===== src/i2c_macros.svh =====
`ifndef I2C_MACROS_SVH
`define I2C_MACROS_SVH

// bus field widths
`define I2C_DEV_ADDR_W 7
`define I2C_REG_ADDR_W 16
`define I2C_BYTE_W 8

// i2c_clk cycles per bus bit
`define I2C_BIT_CYCLES 4

// phase lengths in i2c_clk cycles
// start plus device address byte
`define I2C_DEV_PHASE_LEN 40
// address or data byte with its ack slot
`define I2C_BYTE_PHASE_LEN 36
// repeated start plus device address byte
`define I2C_RESTART_PHASE_LEN 52
`define I2C_STOP_PHASE_LEN 17

`endif


===== src/i2c_pkg.sv =====
`include "i2c_macros.svh"

package i2c_pkg;

  typedef logic [`I2C_DEV_ADDR_W-1:0] dev_addr_t;
  typedef logic [`I2C_REG_ADDR_W-1:0] reg_addr_t;
  typedef logic [`I2C_BYTE_W-1:0]     byte_t;

  // sized for the longest phase
  typedef logic [$clog2(`I2C_RESTART_PHASE_LEN)-1:0] phase_cnt_t;

  // one state per bus phase
  typedef enum logic [2:0]
  {
    st_idle,
    st_dev_addr,
    st_reg_hi,
    st_reg_lo,
    st_write_data,
    st_restart_addr,
    st_read_data,
    st_stop
  } i2c_state_t;

endpackage


===== src/i2c_txn_seq.sv =====
`include "i2c_macros.svh"

module i2c_txn_seq
(
  input  logic                i2c_clk,
  input  logic                rst_n,
  input  logic                i2c_exec,
  input  logic                addr16,
  input  logic                rd_wr_n,
  input  logic                phase_done,
  input  i2c_pkg::dev_addr_t  dev_addr,
  input  i2c_pkg::reg_addr_t  reg_addr,
  input  i2c_pkg::byte_t      wr_data,
  output i2c_pkg::i2c_state_t state,
  output i2c_pkg::byte_t      tx_byte,
  output logic                i2c_done
);

  i2c_pkg::i2c_state_t next_state;
  i2c_pkg::dev_addr_t  dev_addr_r;
  i2c_pkg::reg_addr_t  reg_addr_r;
  i2c_pkg::byte_t      wr_data_r;
  logic                addr16_r;
  logic                rd_r;
  logic                start_req;

  // exec only counts while idle
  assign start_req = (state == i2c_pkg::st_idle) && i2c_exec;

  always_comb
  begin
    next_state = state;
    case (state)
      i2c_pkg::st_idle:
        if (start_req)
          next_state = i2c_pkg::st_dev_addr;
      i2c_pkg::st_dev_addr:
        if (phase_done)
          next_state = addr16_r ? i2c_pkg::st_reg_hi : i2c_pkg::st_reg_lo;
      i2c_pkg::st_reg_hi:
        if (phase_done)
          next_state = i2c_pkg::st_reg_lo;
      i2c_pkg::st_reg_lo:
        if (phase_done)
          next_state = rd_r ? i2c_pkg::st_restart_addr : i2c_pkg::st_write_data;
      i2c_pkg::st_write_data:
        if (phase_done)
          next_state = i2c_pkg::st_stop;
      i2c_pkg::st_restart_addr:
        if (phase_done)
          next_state = i2c_pkg::st_read_data;
      i2c_pkg::st_read_data:
        if (phase_done)
          next_state = i2c_pkg::st_stop;
      i2c_pkg::st_stop:
        if (phase_done)
          next_state = i2c_pkg::st_idle;
      default:
        next_state = i2c_pkg::st_idle;
    endcase
  end

  always_ff @(posedge i2c_clk or negedge rst_n)
  begin
    if (!rst_n)
    begin
      state    <= i2c_pkg::st_idle;
      addr16_r <= 1'b0;
      rd_r     <= 1'b0;
      i2c_done <= 1'b0;
    end
    else
    begin
      state    <= next_state;
      i2c_done <= (state == i2c_pkg::st_stop) && phase_done;
      if (start_req)
      begin
        addr16_r <= addr16;
        rd_r     <= rd_wr_n;
      end
    end
  end

  // request payload
  always_ff @(posedge i2c_clk)
  begin
    if (start_req)
    begin
      dev_addr_r <= dev_addr;
      reg_addr_r <= reg_addr;
      wr_data_r  <= wr_data;
    end
  end

  always_comb
  begin
    case (state)
      i2c_pkg::st_dev_addr:     tx_byte = {dev_addr_r, 1'b0};
      i2c_pkg::st_restart_addr: tx_byte = {dev_addr_r, 1'b1};
      i2c_pkg::st_reg_hi:       tx_byte = reg_addr_r[`I2C_REG_ADDR_W-1 -: `I2C_BYTE_W];
      i2c_pkg::st_reg_lo:       tx_byte = reg_addr_r[`I2C_BYTE_W-1:0];
      i2c_pkg::st_write_data:   tx_byte = wr_data_r;
      default:                  tx_byte = '0;
    endcase
  end

endmodule


===== src/i2c_bit_engine.sv =====
`include "i2c_macros.svh"

module i2c_bit_engine
(
  input  logic                i2c_clk,
  input  logic                rst_n,
  input  i2c_pkg::i2c_state_t state,
  input  i2c_pkg::byte_t      tx_byte,
  input  logic                sda_in,
  output logic                phase_done,
  output logic                scl,
  output logic                sda_out,
  output logic                sda_oe,
  output logic                i2c_ack,
  output i2c_pkg::byte_t      rd_data
);

  localparam int BIT_IDX_W = $clog2(`I2C_BYTE_W);

  localparam i2c_pkg::phase_cnt_t BIT_CYC = i2c_pkg::phase_cnt_t'(`I2C_BIT_CYCLES);
  localparam i2c_pkg::phase_cnt_t SLOT_RISE = i2c_pkg::phase_cnt_t'(1);
  localparam i2c_pkg::phase_cnt_t SLOT_FALL = BIT_CYC - SLOT_RISE;
  localparam i2c_pkg::phase_cnt_t ACK_REL =
    i2c_pkg::phase_cnt_t'(`I2C_BYTE_W * `I2C_BIT_CYCLES);
  localparam i2c_pkg::phase_cnt_t DEV_OFS =
    i2c_pkg::phase_cnt_t'(`I2C_DEV_PHASE_LEN - `I2C_BYTE_PHASE_LEN);
  localparam i2c_pkg::phase_cnt_t RESTART_OFS =
    i2c_pkg::phase_cnt_t'(`I2C_RESTART_PHASE_LEN - `I2C_BYTE_PHASE_LEN);

  i2c_pkg::phase_cnt_t  cnt;
  i2c_pkg::phase_cnt_t  last_cnt;
  i2c_pkg::phase_cnt_t  bit_ofs;
  i2c_pkg::phase_cnt_t  rel;
  i2c_pkg::phase_cnt_t  slot;
  logic [BIT_IDX_W-1:0] bit_idx;
  logic                 in_prologue;
  logic                 is_read;
  logic                 sample_bit;
  logic                 last_ack;
  i2c_pkg::byte_t       rx_shift;

  // phase length and where the byte starts inside it
  always_comb
  begin
    last_cnt = i2c_pkg::phase_cnt_t'(`I2C_BYTE_PHASE_LEN - 1);
    bit_ofs  = '0;
    case (state)
      i2c_pkg::st_dev_addr:
      begin
        last_cnt = i2c_pkg::phase_cnt_t'(`I2C_DEV_PHASE_LEN - 1);
        bit_ofs  = DEV_OFS;
      end
      i2c_pkg::st_restart_addr:
      begin
        last_cnt = i2c_pkg::phase_cnt_t'(`I2C_RESTART_PHASE_LEN - 1);
        bit_ofs  = RESTART_OFS;
      end
      i2c_pkg::st_stop:
        last_cnt = i2c_pkg::phase_cnt_t'(`I2C_STOP_PHASE_LEN - 1);
      default:
        last_cnt = i2c_pkg::phase_cnt_t'(`I2C_BYTE_PHASE_LEN - 1);
    endcase
  end

  assign phase_done  = (state != i2c_pkg::st_idle) && (cnt == last_cnt);
  assign in_prologue = cnt < bit_ofs;
  assign rel         = cnt - bit_ofs;
  assign slot        = rel % BIT_CYC;
  assign bit_idx     = BIT_IDX_W'(rel / BIT_CYC);
  assign is_read     = state == i2c_pkg::st_read_data;
  assign sample_bit  = is_read && (rel < ACK_REL) && (slot == SLOT_RISE);

  always_ff @(posedge i2c_clk or negedge rst_n)
  begin
    if (!rst_n)
    begin
      cnt      <= '0;
      scl      <= 1'b1;
      sda_out  <= 1'b1;
      sda_oe   <= 1'b0;
      i2c_ack  <= 1'b0;
      last_ack <= 1'b0;
    end
    else
    begin
      i2c_ack <= 1'b0;
      if (state == i2c_pkg::st_idle || phase_done)
        cnt <= '0;
      else
        cnt <= cnt + SLOT_RISE;

      case (state)
        i2c_pkg::st_idle:
        begin
          scl     <= 1'b1;
          sda_out <= 1'b1;
          sda_oe  <= 1'b0;
        end
        i2c_pkg::st_stop:
        begin
          // sda rises while scl is high
          case (cnt)
            0:
            begin
              sda_oe  <= 1'b1;
              sda_out <= 1'b0;
            end
            1:
              scl <= 1'b1;
            3:
            begin
              sda_oe  <= 1'b0;
              sda_out <= 1'b1;
            end
            default:
              ;
          endcase
        end
        default:
        begin
          if (in_prologue && state == i2c_pkg::st_dev_addr)
          begin
            // start, sda falls under a high scl
            if (cnt == SLOT_RISE)
            begin
              sda_oe  <= 1'b1;
              sda_out <= 1'b0;
            end
            else if (cnt == DEV_OFS - SLOT_RISE)
              scl <= 1'b0;
          end
          else if (in_prologue)
          begin
            // repeated start
            if (cnt == '0)
            begin
              sda_oe  <= 1'b1;
              sda_out <= 1'b1;
            end
            else if (cnt == i2c_pkg::phase_cnt_t'(2))
              scl <= 1'b1;
            else if (cnt == RESTART_OFS - i2c_pkg::phase_cnt_t'(2))
              sda_out <= 1'b0;
            else if (cnt == RESTART_OFS - SLOT_RISE)
              scl <= 1'b0;
          end
          else if (rel < ACK_REL)
          begin
            if (slot == '0)
            begin
              sda_oe  <= !is_read;
              sda_out <= tx_byte[`I2C_BYTE_W - 1 - bit_idx];
            end
            else if (slot == SLOT_RISE)
              scl <= 1'b1;
            else if (slot == SLOT_FALL)
              scl <= 1'b0;
          end
          else if (rel == ACK_REL)
          begin
            // nack after the read byte, otherwise leave sda to the target
            sda_oe  <= is_read;
            sda_out <= 1'b1;
          end
          else if (rel == ACK_REL + SLOT_RISE)
            scl <= 1'b1;
          else if (rel == ACK_REL + i2c_pkg::phase_cnt_t'(2))
          begin
            if (is_read)
              // read byte counts when the target acked its read address
              i2c_ack <= last_ack;
            else
            begin
              i2c_ack  <= !sda_in;
              last_ack <= !sda_in;
            end
          end
          else
            scl <= 1'b0;
        end
      endcase
    end
  end

  always_ff @(posedge i2c_clk)
  begin
    if (sample_bit)
      rx_shift <= {rx_shift[`I2C_BYTE_W-2:0], sda_in};
    if (is_read && phase_done)
      rd_data <= rx_shift;
  end

endmodule


===== src/i2c_master.sv =====
module i2c_master
(
  input  logic               i2c_clk,
  input  logic               rst_n,
  input  logic               i2c_exec,
  input  logic               addr16,
  input  logic               rd_wr_n,
  input  i2c_pkg::dev_addr_t dev_addr,
  input  i2c_pkg::reg_addr_t reg_addr,
  input  i2c_pkg::byte_t     wr_data,
  input  logic               sda_in,
  output logic               scl,
  output logic               sda_out,
  output logic               sda_oe,
  output logic               i2c_done,
  output logic               i2c_ack,
  output i2c_pkg::byte_t     rd_data
);

  i2c_pkg::i2c_state_t state;
  i2c_pkg::byte_t      tx_byte;
  logic                phase_done;

  i2c_txn_seq u_txn_seq
  (
    .i2c_clk    (i2c_clk),
    .rst_n      (rst_n),
    .i2c_exec   (i2c_exec),
    .addr16     (addr16),
    .rd_wr_n    (rd_wr_n),
    .phase_done (phase_done),
    .dev_addr   (dev_addr),
    .reg_addr   (reg_addr),
    .wr_data    (wr_data),
    .state      (state),
    .tx_byte    (tx_byte),
    .i2c_done   (i2c_done)
  );

  // sda pad lives outside, open drain
  i2c_bit_engine u_bit_engine
  (
    .i2c_clk    (i2c_clk),
    .rst_n      (rst_n),
    .state      (state),
    .tx_byte    (tx_byte),
    .sda_in     (sda_in),
    .phase_done (phase_done),
    .scl        (scl),
    .sda_out    (sda_out),
    .sda_oe     (sda_oe),
    .i2c_ack    (i2c_ack),
    .rd_data    (rd_data)
  );

endmodule


===== config.mk =====
export PLATFORM = sky130hd
export DESIGN_NAME = i2c_master
export DESIGN_NICKNAME = d
export VERILOG_FILES = /design/src/i2c_pkg.sv /design/src/i2c_txn_seq.sv /design/src/i2c_bit_engine.sv /design/src/i2c_master.sv
export VERILOG_INCLUDE_DIRS = /design/src
export SDC_FILE = /design/constraint.sdc
export NUM_CORES = 1
export LEC_CHECK = 0
export BUFFER_PORTS_ARGS = -buffer_cell sky130_fd_sc_hd__buf_2
export CORE_MARGIN = 4
export CORE_UTILIZATION = 60
export DETAILED_ROUTE_END_ITERATION = 8
export GPL_TIMING_DRIVEN = 0
export PLACE_DENSITY = 0.87
export SYNTH_ARGS = -nofsm -noshare
export SYNTH_HDL_FRONTEND = slang
export SYNTH_SLANG_ARGS = --single-unit

===== constraint.sdc =====
create_clock -name i2c_clk -period 4.8 [get_ports i2c_clk]
set_input_delay 0 -clock i2c_clk [delete_from_list [all_inputs] [get_ports i2c_clk]]
set_output_delay 0 -clock i2c_clk [all_outputs]
set_load 0.02 [all_outputs]

## Yosys cells after proc, flatten, opt, wreduce, memory -nomap -nowiden

Cells that the tools add are included.

- Register bits after elaboration: 64
- Latch bits: 0
- RAM bits: 0
- Bits in read-only memories: 0
- Logic and storage cells: 150
- Memories kept: 0

- $add $sub $neg: 3
- $mul: 0
- Divide/modulo/power cells: 0
- Magnitude comparators: 3
- Eq/ne operators: 41
- Shift operators: 0
- Multiplexer cells: 60
- Bitwise gates (word level): 6
- Reduce and logical (&&, ||, !) cells: 22

Operators by type and width:

| operator | number |
|---|---|
| $mux 1 | 42 |
| $pmux 8 s5 | 1 |
| $lt 32x4->1 const B | 1 |
| $ne 6x6->1 const B | 4 |
| $mux 3 | 7 |
| $pmux 3 s7 | 1 |
| $eq 6x6->1 const B | 3 |
| $pmux 6 s3 | 1 |
| $ne 2x1->1 const B | 7 |
| $reduce_and 7->1 | 2 |
| $eq 3x3->1 const B | 4 |
| $eq 6x2->1 const B | 2 |
| $eq 6x4->1 const B | 2 |
| $logic_not 6->1 | 2 |
| $ne 4x3->1 const B | 3 |
| $ne 6x5->1 const B | 2 |
| $ne 5x5->1 const B | 2 |
| $pmux 1 s2 | 5 |
| $pmux 5 s2 | 1 |
| $reduce_and 10->1 | 1 |
| $logic_and 1x1->1 | 7 |
| $ne 7x2->1 const B | 1 |
| $ne 7x6->1 const B | 1 |
| $add 6x1->6 const B | 1 |
| 24 further kinds | 32 |

## Depth between registers and ports, before layout

Gate-level depths: netlist of the first run.

- Depth in word-level cells: 11
- Mapped depth: 11
- Gate-level depth less buffers: 10

## Hierarchy

Synthesis of the first run repeated with hierarchy kept, for this count alone.

- Cells, all modules: 239
- Area total of the unflattened synthesis: 3026.7 sq um

By module, submodules not included:

| module | instances | cells each | area an instance (sq um) | seq. area each (sq um) |
|---|---|---|---|---|
| i2c_bit_engine | 1 | 148 | 1579.0 | 758.2 |
| i2c_txn_seq | 1 | 91 | 1447.6 | 1081.0 |

## Least setup slack after synthesis of the first run

No wires, ideal clock.

- Path type: register -> register
- Start: reg u_txn_seq.state[0]
- End: reg u_txn_seq.addr16_r
- Arrival time: 2.422 ns
- Path slack: 2.253 ns
- Stages on the path, launching flop included: 6
- Clock period less this slack: 2.547 ns
- Cell sequence: dfrtp_1 > buf_4 > nor3_1 > and2_0 > clkbuf_1 > mux2_2

- Cells in the longest elaborated chain, start to end: 2

Ends and longest elaborated chain:

| item | line | RTL |
|---|---|---|
| start, declared | i2c_txn_seq.sv:14 | `output i2c_pkg::i2c_state_t state,` |
| start signal, assigned | i2c_txn_seq.sv:67 | `state <= i2c_pkg::st_idle;` |
| start signal, assigned | i2c_txn_seq.sv:74 | `state <= next_state;` |
| $logic_not 3->1 | i2c_txn_seq.sv:28 | `assign start_req = (state == i2c_pkg::st_idle) && i2c_exec;` |
| $logic_and 1x1->1 | i2c_txn_seq.sv:28 |  |
| via u_txn_seq.start_req | i2c_txn_seq.sv:25 | `logic start_req;` |
| end signal, assigned | i2c_txn_seq.sv:78 | `addr16_r <= addr16;` |
| end, declared | i2c_txn_seq.sv:23 | `logic addr16_r;` |

The timed path passes the listed nets, and every way through them passes these cells.
A chain may end at the register's enable or synchronous reset.

## Final worst setup path of the first run

- Start: reg u_txn_seq.state[0]
- End: reg u_bit_engine.sda_out

- Cells in the longest elaborated chain, start to end: 11
- Elaborated cells on any way between the ends: 29

Ends and longest elaborated chain:

| item | line | RTL |
|---|---|---|
| $eq 3x3->1 or $eq 3x1->1 (tied branches) | i2c_txn_seq.sv:97, i2c_bit_engine.sv:47, i2c_bit_engine.sv:121 |  |
| $pmux 5 s2 | i2c_bit_engine.sv:47 | `case (state)` |
| $sub 6x5->6 | i2c_bit_engine.sv:67 | `assign rel = cnt - bit_ofs;` |
| $sub 3x3->4 (no line) | -- |  |
| $bmux 1 s3 | i2c_bit_engine.sv:152 | `` sda_out <= tx_byte[`I2C_BYTE_W - 1 - bit_idx]; `` |
| $mux 1 | i2c_bit_engine.sv:152 |  |
| $mux 1 | i2c_bit_engine.sv:149 | `if (slot == '0)` |
| $mux 1 | i2c_bit_engine.sv:147 | `else if (rel < ACK_REL)` |
| $mux 1 | i2c_bit_engine.sv:132 | `else if (in_prologue)` |
| $mux 1 | i2c_bit_engine.sv:121 | `if (in_prologue && state == i2c_pkg::st_dev_addr)` |
| $pmux 1 s2 | i2c_bit_engine.sv:92 | `case (state)` |
| end signal, assigned | i2c_bit_engine.sv:152 |  |
| end, declared | i2c_bit_engine.sv:12 | `output logic sda_out,` |

Parallel ways exist; a longest one is shown, timed or not. The select of a mux whose other input is x is not followed.

==> results of run 1 <==
==> layout make-up <==
type                            instances  area (um^2)  area share
Sequential cell                        64         1840       0.473
Inverter                                8         30.0     0.00771
Multi-Input combinational cell        154         1060       0.273
Timing Repair Buffer                   84          596       0.153
Clock buffer                           10          128      0.0328
Tap cell                               67         83.8      0.0215
Clock inverter                          6         58.8      0.0151
Buffer                                 13         93.8      0.0241
==> through the flow <==
stage	utilization	instances	power (mW)
finish	0.808	406	1.82
CTS	0.808	406	1.78
detailed placement	0.697	355	1.33
global route	0.808	406	1.91
global placement	0.696	355	1.30
floorplan	-	239	1.17
==> registers in the layout (all words and copies together) (netlist names), 3 cells and up <==
register,cells
u_txn_seq.reg_addr_r,16
u_bit_engine.rd_data,8
u_bit_engine.rx_shift,8
u_txn_seq.wr_data_r,8
u_txn_seq.dev_addr_r,7
u_bit_engine.cnt,6
u_txn_seq.state,3
==> routing by layer <==
metal | up-vias | global-route usage | wire length (um)
met3 | 23 | 0.0658 | 506
met1 | 1128 | 0.317 | 3010
met5 | - | 0 | 0
li1 | 1108 | - | -
met4 | 0 | 0.0997 | 194
met2 | 132 | 0.434 | 3630
==> power breakdown <==
group          total [mW]  internal [mW]  switching (mW)
Combinational       0.668          0.274           0.393
Clock               0.448          0.237           0.211
Sequential          0.700          0.652          0.0482
==> worst paths after layout <==
path / cells past startpoint / slack, ps / endpoint / from
min in group i2c_clk: 2 / 370 / u_txn_seq.reg_addr_r[15] / reg_addr[15]
min reg2reg: 0 / 430 / u_bit_engine.rd_data[7] / u_bit_engine.rx_shift[7]
max in group asynchronous: 2 / 4350 / u_bit_engine.sda_out / rst_n
min: 2 / 120 / u_bit_engine.i2c_ack / rst_n
max: 10 / 1830 / u_bit_engine.sda_out / u_txn_seq.state[0]
max reg2reg: 10 / 1830 / u_bit_engine.sda_out / u_txn_seq.state[0]
==> cell usage after synthesis, types with 2 or more instances <==
master    count  share of area
a21o_1        2         0.0050
dfstp_2       2          0.017
xor2_1        5          0.014
edfxtp_1     47           0.47
a21oi_1      12          0.020
dfrtp_1      15           0.12
a22oi_1       5          0.012
nor2b_1       3         0.0062
o21a_1        2         0.0050
or4_1         2         0.0050
nor2_2        2         0.0041
nor3_1        3         0.0050
o21ai_0       7          0.012
buf_2         2         0.0033
buf_6         4          0.015
ha_1          8          0.033
a221o_1       2         0.0066
nor4_1        2         0.0041
xnor2_1       2         0.0058
a221oi_1      9          0.026
nor2_1       15          0.019
inv_1         7         0.0087
a211oi_1      5          0.012
a31oi_1       4         0.0083
o21ai_1       4         0.0066
and3_1        4         0.0083
nand3_1      10          0.017
and2_1        3         0.0062
nor4b_1       2         0.0058
clkbuf_1      4         0.0050
buf_4         3         0.0074
nand2_1      12          0.015
mux2_2        2         0.0074
nand2b_1      4         0.0083
or3_1         2         0.0041
==> critical path, delay by kind of cell (launching register included) <==
family          cells  cell delay [ps]
simple gates        4             1060
fa+ha+maj           1              390
flops               1              320
compound gates      3              640
buf+inv             2              490
==> cells by family (layout without fill, tap and decap cells) <==
kind of cell	Yosys count	count (layout)	share of synthesized area
buffers and inverters	21	121	0.0405
DFF	64	64	0.608
and+or+nand+nor	73	73	0.139
muxes	2	2	0.00744
xor gates and xnor gates	7	7	0.0203
adders and majority gates	8	8	0.0331
AOI/OAI and AO/OA	64	64	0.151
==> run metrics, run 1 <==
Post-CTS Repair Setup Buffers=0; VDD IR max=about 0.25 mV; n_diodes=0; Async SR Flop Fraction=0.266; final setup vio count=0; Via density=5.89; Yosys cell types=57; routed len/inst=18.1 um; commonest non-fill, non-tap cells in the layout=buf_2 (51), edfxtp_1 (47), dlygate4sd3_1 (35), nor2_1 (15), dfrtp_1 (15); Setup crit end kind=register; max-cap violations=0; slowest cell on the critical path=nor3_1; Final Cell Area=0.00389 mm^2; initial antenna violation count=0; Inserted Clock Buffers=9; Slew headroom=0.449; RSZ-0062 raised after global routing=no; total number of vias=2391; Die ar.=about 0.0062 mm^2; Post-CTS Resized=0; final hold vios=0; Final WS setup=1830 ps; Yosys warnings=0; CP cell instances=buf_4 -> clkbuf_1 -> nand3_1 -> ha_1 -> nor2b_1 -> nor3_1 -> a32oi_1 -> o21ai_1 -> nor4_1 -> a31oi_1; vias in the first global route=2319; Syn Std Cell Area=around 0.0030 mm^2; Layout area overhead=28.7%; syn_area_per_cell=12.7 um^2; Chip Width=79.0 um; CTS tree=yes; DRC viols=0; Area after DPL=0.00336 mm^2; outcome=complete, no violations; H-tree Lvls=3; sequential fraction of the synthesis area=0.608; Final TNS setup=0 ps; max-slew violation count=0; Synth Flop Type=edfxtp_1; Place WS=1940 ps; clock slew at reported path FFs=~70 ps; required time of the critical path=~5000 ps; Die Y-Extent=around 79 um; DRT Wirelength=7.34 mm; Clock Sinks=64; cell row count=25; nets=379; commonest non-fill, non-tap cell in the layout=buf_2; layout cells sized above 1=0.260; EDFF count, synth=between 40 and 50; maximum clock path buffer count=2; first-pass GRT wire length=12.1 mm; Min Hold Slack=123 ps; CP Max Fanout=10; CTS Root Cell=clkbuf_8; Buffers on Ports=just under 50; Net Count, Synth=approximately 280; Power Dens Cells=around 470 mW/mm^2; total track usage=0.257; CP Launch Type=register; Leak Pwr=1.54 nW; hold_buf cts=35; clk_skew=7.84 ps; min Tclk post-route=2970 ps; DP Wirelength=around 4.2 mm; Fmax=0.336 GHz; initial cell density of the core=0.628; Clock Latency Late Sink=340 ps; Worst-Margin Slew=826 ps; largest net degree at the start of global routing=35; crit-path max cell delay=roughly 600 ps; Yosys reg bits=between 60 and 70; Antenna Nets Post-Route=0; global-route congestion overflow total=0; drt pass-1 iters=5; HP Class=in2async; Ports=50; routability cong.=0.866; Cells after Synth=239; DRT iter0 DRCs=324; Period Utilization, post-route=0.620; CP Class=reg2reg; total core area=0.00482 mm^2; FILL cells=289; critical path data arrival time=3240 ps
Note: power is estimated with default switching activity, not from simulation.
==> inputs of run 2 (changes only) <==
--- a/config.mk
+++ b/config.mk
@@ -8,10 +8,10 @@
 export LEC_CHECK = 0
 export BUFFER_PORTS_ARGS = -buffer_cell sky130_fd_sc_hd__buf_2
 export CORE_MARGIN = 4
-export CORE_UTILIZATION = 60
+export CORE_UTILIZATION = 56
 export DETAILED_ROUTE_END_ITERATION = 8
 export GPL_TIMING_DRIVEN = 0
-export PLACE_DENSITY = 0.87
+export PLACE_DENSITY = 0.82
 export SYNTH_ARGS = -nofsm -noshare
 export SYNTH_HDL_FRONTEND = slang
 export SYNTH_SLANG_ARGS = --single-unit
==> constraint.sdc (replaced) <==
create_clock -name i2c_clk -period 3.1 [get_ports i2c_clk]
set_input_delay 0 -clock i2c_clk [delete_from_list [all_inputs] [get_ports i2c_clk]]
set_output_delay 0 -clock i2c_clk [all_outputs]
set_load 0.02 [all_outputs]
==> run 2 against run 1 <==
- sequential share of layout area shrank 0.72 points
- via count is 1.8% lower
- die area increased by 6.4%
- cell area increased by 1.5%
- first-iteration DRC count is 32% lower
- routed wire length down 2.4%
- sequential power up 54%
- worst hold slack got worse by 5.6 ps
- worst setup slack worse by 1600 ps
- critical path type unchanged
- largest cell class unchanged
==> run metrics, run 2 (synthesized netlist as in run 1, its figures left out) <==
outcome=complete, no violations (unchanged); layout cells sized above 1=0.268 (was 0.260); Die Y-Extent=81.5 um (was 79.0 um); Min Hold Slack=118 ps (was 123 ps); Chip Width=81.5 um (was 79.0 um); total track usage=0.241 (was 0.257); clock slew at reported path FFs=70 ps (about the same); Antenna Nets Post-Route=0 (unchanged); total number of vias=2348 (was 2391); Power Dens Cells=752 mW/mm^2 (was 466 mW/mm^2); final hold vios=0 (unchanged); Period Utilization, post-route=0.921 (was 0.620); initial antenna violation count=0 (unchanged); n_diodes=0 (unchanged); largest net degree at the start of global routing=35 (unchanged); Post-CTS Repair Setup Buffers=0 (unchanged); maximum clock path buffer count=2 (unchanged); commonest non-fill, non-tap cell in the layout=buf_2 (unchanged); Layout area overhead=30.6% (was 28.7%); Final WS setup=245 ps (was 1830 ps); Setup crit end kind=register (unchanged); Leak Pwr=1.57 nW (was 1.54 nW); Biggest register=u_txn_seq.reg_addr_r (unchanged); VDD IR max=0.481 mV (was 0.253 mV); Worst-Margin Slew=818 ps (was 826 ps); CTS tree=yes (unchanged); routability cong.=0.835 (was 0.866); nets=379 (unchanged); commonest non-fill, non-tap cells in the layout=buf_2 (51), edfxtp_1 (47), dlygate4sd3_1 (35), nor2_1 (15), dfrtp_1 (15) (unchanged); clk_skew=4.80 ps (was 7.84 ps); R2R cell count=10 (unchanged); max FFs per register=16 (unchanged); total core area=0.00517 mm^2 (was 0.00482 mm^2); Inserted Clock Buffers=9 (unchanged); vias in the first global route=2402 (was 2319); first-pass GRT wire length=11.8 mm (was 12.1 mm); DRC viols=0 (unchanged); initial cell density of the core=0.585 (was 0.628); Via density=5.74 (was 5.89); DP Wirelength=4.13 mm (was 4.16 mm); max-cap violations=0 (unchanged); required time of the critical path=3370 ps (was 5060 ps); Ports=50 (unchanged); Die ar.=0.00664 mm^2 (was 0.00624 mm^2); Fmax=0.350 GHz (was 0.336 GHz); FILL cells=309 (was 289); Core Util, Final=0.764 (was 0.808); final setup vio count=0 (unchanged); Clock Sinks=64 (unchanged); Clock Latency Late Sink=340 ps (about the same); Place WS=340 ps (was 1940 ps); max-slew violation count=0 (unchanged); cell row count=26 (was 25); drt pass-1 iters=5 (unchanged); global-route congestion overflow total=0 (unchanged); CP Class=reg2reg (unchanged); CTS Root Cell=clkbuf_8 (unchanged); CP Max Fanout=10 (unchanged); worst r2r src=u_txn_seq.state[0] (unchanged); Worst Setup SP=u_txn_seq.state[0] (unchanged); CP Launch Type=register (unchanged); critical path data arrival time=3130 ps (was 3240 ps); HP Class=in2async (unchanged); Buffers on Ports=49 (unchanged); DRT iter0 DRCs=220 (was 324); DRT Wirelength=7.16 mm (was 7.34 mm); routed len/inst=17.5 um (was 18.1 um); min Tclk post-route=2850 ps (was 2970 ps); Slew headroom=0.455 (was 0.449); H-tree Lvls=3 (unchanged); RSZ-0062 raised after global routing=no (unchanged)
## run 2: cell types whose count changed in the layout (fill, tap and decap cells not counted), sizes merged
cell | previous run | this run
clkinv | 3 | 1
bufinv | 1 | 3
clkbuf | 14 | 13
clkinvlp | 1 | 2
## run 2: path summary, 6_finish.rpt
kind | to | slack (ps)
max | u_bit_engine.scl | 250
max in group asynchronous | u_bit_engine.scl | 2660
min in group i2c_clk | u_txn_seq.reg_addr_r[14] | 370
min | u_bit_engine.last_ack | 120
max reg2reg | u_bit_engine.scl | 250
min reg2reg | u_bit_engine.rd_data[7] | 440
## run 2: repair_timing
| action | in CTS | in global routing |
|---|---|---|
| endpoints found under the hold margin | 53 | 0 |
| gates resized for setup | 0 | 0 |
| hold buffers | 35 | 0 |
## run 2: per-layer routing
| layer | up-vias | share of wire | global-route usage |
|---|---|---|---|
| met5 | - | 0 | 0 |
| met4 | 0 | 0.010 | 0.113 |
| met3 | 12 | 0.073 | 0.0592 |
| met2 | 113 | 0.51 | 0.400 |
| met1 | 1118 | 0.41 | 0.296 |
| li1 | 1105 | - | - |
## run 2: final cells by class
cell class | instances | area, um^2 | share of cell area
Clock buffer | 9 | 124 | 0.0313
Buffer | 13 | 93.8 | 0.0237
Timing Repair Buffer | 84 | 596 | 0.151
Tap cell | 70 | 87.6 | 0.0222
Inverter | 8 | 30.0 | 0.00760
Sequential cell | 64 | 1840 | 0.465
Clock inverter | 7 | 119 | 0.0301
Multi-Input combinational cell | 154 | 1060 | 0.269
## run 2: through the flow
step                instance area [um^2]  instances  power, mW  setup TNS, ps
floorplan                           3030        239       1.81              0
CTS                                 3950        409       2.95              0
global placement                    3360        358       2.02          -37.1
global route                        3950        409       3.13              0
finish                              3950        409       2.97              0
detailed placement                  3360        358       2.05              0
## run 2: critical path: stages (launching register included)
cell	delay (ps)
dfrtp_1	320
buf_4	150
clkbuf_1	310
nand3_1	130
ha_1	380
nor2b_1	180
nor3_1	570
o211a_1	260
a31oi_1	50
nor2b_1	160
a32o_1	260
## run 2: report_power, final
part	internal, mW	switching [mW]
registers	1.01	0.0724
clock network	0.535	0.332
logic	0.426	0.598
total	1.97	1.00
